[src/logic/jpeg_quant_pkg.sv]
// Widths, scaling constants and coefficient types shared by the Cb quantizer.
// Every RTL module of the quantizer imports this package.
package jpeg_quant_pkg;

	// Input and output coefficients are two's complement
	localparam int COEF_W = 11;

	// A reciprocal is 4096 divided by the quantization step
	localparam int RECIP_W = 13;

	// Fraction bits carried by the reciprocal and removed after the multiply
	localparam int RECIP_SHIFT = 12;

	// The reciprocal never exceeds 2^RECIP_SHIFT so this width holds every product
	localparam int PROD_W = COEF_W + RECIP_SHIFT;

	// One 8x8 block in row-major order
	localparam int BLOCK_DIM = 8;
	localparam int BLOCK_SIZE = BLOCK_DIM * BLOCK_DIM;
	localparam int IDX_W = $clog2(BLOCK_SIZE);

	// Register stages between an accepted input and its output
	localparam int PIPE_DEPTH = 3;

	typedef logic signed [COEF_W-1:0] coef_t;

	typedef logic [RECIP_W-1:0] recip_t;

	typedef logic signed [PROD_W-1:0] prod_t;

	typedef logic [IDX_W-1:0] coef_idx_t;

	// Step 1, which is also the table default and the largest legal reciprocal
	localparam recip_t RECIP_ONE = recip_t'(1 << RECIP_SHIFT);

endpackage

[src/logic/quant_table_regs.sv]
// Writable table of 64 quantization reciprocals, one per block position.
// The host loads precomputed 4096 / step values while no block is in flight.
`timescale 1ns/1ps

module quant_table_regs import jpeg_quant_pkg::*; (
	input  logic      clk,
	input  logic      rst,

	// Host write port
	input  logic      tbl_we,
	input  coef_idx_t tbl_addr,
	input  recip_t    tbl_wdata,

	// All reciprocals in row-major order, read by the multiply stage
	output recip_t    recip_table [BLOCK_SIZE]
);

	// An unprogrammed table is step 1 everywhere and passes coefficients unchanged
	always_ff @(posedge clk) begin
		if (rst) begin
			for (int i = 0; i < BLOCK_SIZE; i++) begin
				recip_table[i] <= RECIP_ONE;
			end
		end else if (tbl_we) begin
			recip_table[tbl_addr] <= tbl_wdata;
		end
	end

	// A zero reciprocal kills the position and anything above 4096 overflows the
	// 11-bit result in the rounding stage of every lane
	recip_legal: assert property (
		@(posedge clk) disable iff (rst)
		tbl_we |-> ((tbl_wdata != '0) && (tbl_wdata <= RECIP_ONE))
	)
	else begin
		$error("quant_table_regs: reciprocal %0d written at position %0d is out of range",
			tbl_wdata, tbl_addr);
	end

endmodule

[config.mk]
export PLATFORM = sky130hd
export DESIGN_NAME = quant_table_regs
export DESIGN_NICKNAME = d
export VERILOG_FILES = /design/src/logic/jpeg_quant_pkg.sv /design/src/logic/quant_table_regs.sv
export SDC_FILE = /design/constraint.sdc
export NUM_CORES = 2
export LEC_CHECK = 0
export BUFFER_PORTS_ARGS = -buffer_cell sky130_fd_sc_hd__buf_2
export CAP_MARGIN = 5
export CORE_MARGIN = 1.5
export CORE_UTILIZATION = 30
export CTS_BUF_LIST = sky130_fd_sc_hd__clkbuf_16
export DETAILED_ROUTE_END_ITERATION = 12
export PLACE_DENSITY_LB_ADDON = 0.25
export SLEW_MARGIN = 20
export SYNTH_ARGS = -nofsm -noshare
export SYNTH_HDL_FRONTEND = slang
export SYNTH_SLANG_ARGS = --single-unit
export TNS_END_PERCENT = 20
[constraint.sdc]
create_clock -name clk -period 2.15 [get_ports clk]
set_input_delay 0.215 -clock clk [delete_from_list [all_inputs] [get_ports clk]]
set_output_delay 0.215 -clock clk [all_outputs]
set_load 0.03 [all_outputs]
==> impl_metrics.ini <==
[placement]
io_buffers = 853
numPlacedInstances = 4963
gp_congestion = 0.7664
dp_hpwl_um = 73440
dpl-instance-area_sq_um = 38120

[timing]
final_max_slew_viol_count = 0
finalCritPeriodShare = 0.7544
min_period_ns = 1.622
rsz0062_at_grt = no
setup_viol = 0
hold_violations = 0
slew_headroom = 0.2926
tightestPinTransition_ns = 1.060
fmax_mhz = 616.6
fin_skew_ns = 0

[clock_network]
clock-sinks = 832
ctsResizeCount = 0
htreeDepth = 3
path_clk_slew_ns = 0.06
cts_buffers = 93
clockRootBuffer = clkbuf_16
clk_latency_ns = 0.66
cts_setup_buffers = 0
clockBufferDepth = 3
holdBufCountCts = 0
cts_tree = built

[routing]
firstDrtPassIters = 5
met1_length_um = 48830
avgViaCountPerCell = 4.498
drt_iter0_markers = 1203
wl_met3_um = 9454
drcViolationCount = 0
topRoutingLayerUsed = met4
vias = 23077
wl_met2_um = 52080
drt-total-wl_um = 113300
postRouteAntennaNets = 0
routedWlPerCell_um = 22.08

[setup_path]
rr_worst_depth = 2
path_buf_inv = 1
start_kind = flop
slowest_stage = dfxtp_1
cp_cell_sequence = buf_2
crit_required_ns = 1.93
crit_type = flop to primary output
path_max_fanout = 3
cp_top_family = flip-flops
end_kind = primary output
cp.arrival_ns = 1.41
cp.depth = 1
cpPeakStageDelay_ns = 0.48

[final_layout]
reg_top3 = recip_table: 832 flops
layout_common_cells = buf_2, mux2i_1, dfxtp_1
largest-register = recip_table
largest_register_ffs = 832
layout.cells.non_filler = 5131
design_area_sq_um = 40920
nNetsFinal = 3689
drive_gt1_frac = 0.3020
syn_to_final_growth_pct = 29.06
layout_commonest_cell = buf_2

[floorplan]
initial_core_util = 0.3020
die_height_um = 328.1
dieWidth_um = 328.1
die-area_sq_um = 107600
io_pins = 854
coreArea_sq_um = 105000
fp-row-count = 119

[synth]
synth_area_leaders = dfxtp_1, mux2i_1, nand2b_1, clkbuf_1, buf_2
syn_inst = 2864
yosysTopAreaCellShare = 0.5254
syn_avg_cell_area_sq_um = 11.07
synthAdderAreaFrac = 0
postSynthNetCount = 2886
synth_xor_area_frac = 0
synth_compound_area_frac = 0
syn-cell-area_sq_um = 31700
seq_area_frac_synth = 0.5254
yosys.area_share.simple = 0.1766
synth_top_area_cell = dfxtp_1
synth.distinct_cells = 25
synthMuxAreaShare = 0.2627
yosysWarnings = 0
synth_top_family_by_area = multiplexers
ys_ff_latch = 832

[grt]
grt_max_degree = 155
overflow = 0
antenna_found_initial = 2
grtUsageTotal = 0.2012
grt_pass1_wl_um = 160100
grt_pass1_vias = 22459

[hold_path]
hold_depth = 4
hold_path_class = input pin to flop

[job]
maxCapViolCount = 0

[power_and_ir_drop]
vdd_ir_drop_max_mv = 0.7397
p_per_area_nw_per_um2 = 782.2
leakage_nw = 22.83

[status]
outcome = finished clean
==> kinds of logic (layout without fill, tap and decap cells) <==
group | after synthesis | in the layout
simple gates | 929 | 929
flops | 832 | 832
mux | 832 | 832
buf+inv | 271 | 1145
other cells | 0 | 2
==> area by class of cell <==
class	count	area, sq um
Clock buffer	93	2327
Antenna cell	2	5.005
Fill cell	10428	64050
Sequential cell	832	16660
Clock inverter	73	467.9
Tap cell	1391	1740
Timing Repair Buffer	979	5638
Multi-Input combinational cell	1761	14080
==> cells in the mapped netlist <==
library cell / count
and3_1: 1
and3_2: 1
and3b_2: 3
and4_1: 1
and4b_1: 3
buf_1: 20
buf_12: 1
buf_2: 53
buf_6: 3
clkbuf_1: 194
dfxtp_1: 832
mux2i_1: 832
nand2_1: 56
nand2b_1: 780
nand3_1: 1
nand3b_1: 1
nand4_1: 1
nand4b_1: 3
nor2_1: 66
nor3b_1: 3
nor4_2: 1
nor4b_2: 2
nor4bb_1: 3
or4b_1: 1
or4b_4: 2
==> metrics by stage <==
| stage | total power (W) | worst slack, ns | TNS [ns] | hold WS [ns] | utilization |
|---|---|---|---|---|---|
| 2_1_floorplan | 0.01672 | 0.2410 | 0 | 0.4644 | - |
| 3_3_place_gp | 0.01745 | -0.1581 | -9.398 | 0.4563 | 0.3631 |
| 3_5_place_dp | 0.01744 | -0.1445 | -7.416 | 0.4596 | 0.3631 |
| 4_1_cts | 0.03247 | 0.4932 | 0 | 0.005184 | 0.3897 |
| 5_1_grt | 0.03311 | 0.4677 | 0 | 0.05045 | 0.3897 |
| 6_report | 0.03201 | 0.5281 | 0 | 0.06566 | 0.3898 |
==> worst paths after layout <==
path	from	end	slack (ns)
worst max register to register	recip_table[155]	recip_table[155]	1.39
worst min register to register	recip_table[149]	recip_table[149]	0.47
worst max-delay path	recip_table[155]	recip_table[155]	0.53
worst min-delay path	tbl_wdata[12]	recip_table[636]	0.07
==> where the power goes <==
part           total [W]  switching, W  internal (W)
registers         0.0155     0.0000316        0.0155
logic            0.00157       0.00102      0.000547
clock network     0.0149       0.00661       0.00832
total             0.0320       0.00766        0.0243
==> per-layer routing <==
layer	track usage	vias up
met5	0	-
met4	0.06391	0
met3	0.06552	143
met2	0.3270	716
met1	0.2509	11210
li1	-	11008
Note: power is estimated with default switching activity, not from simulation.
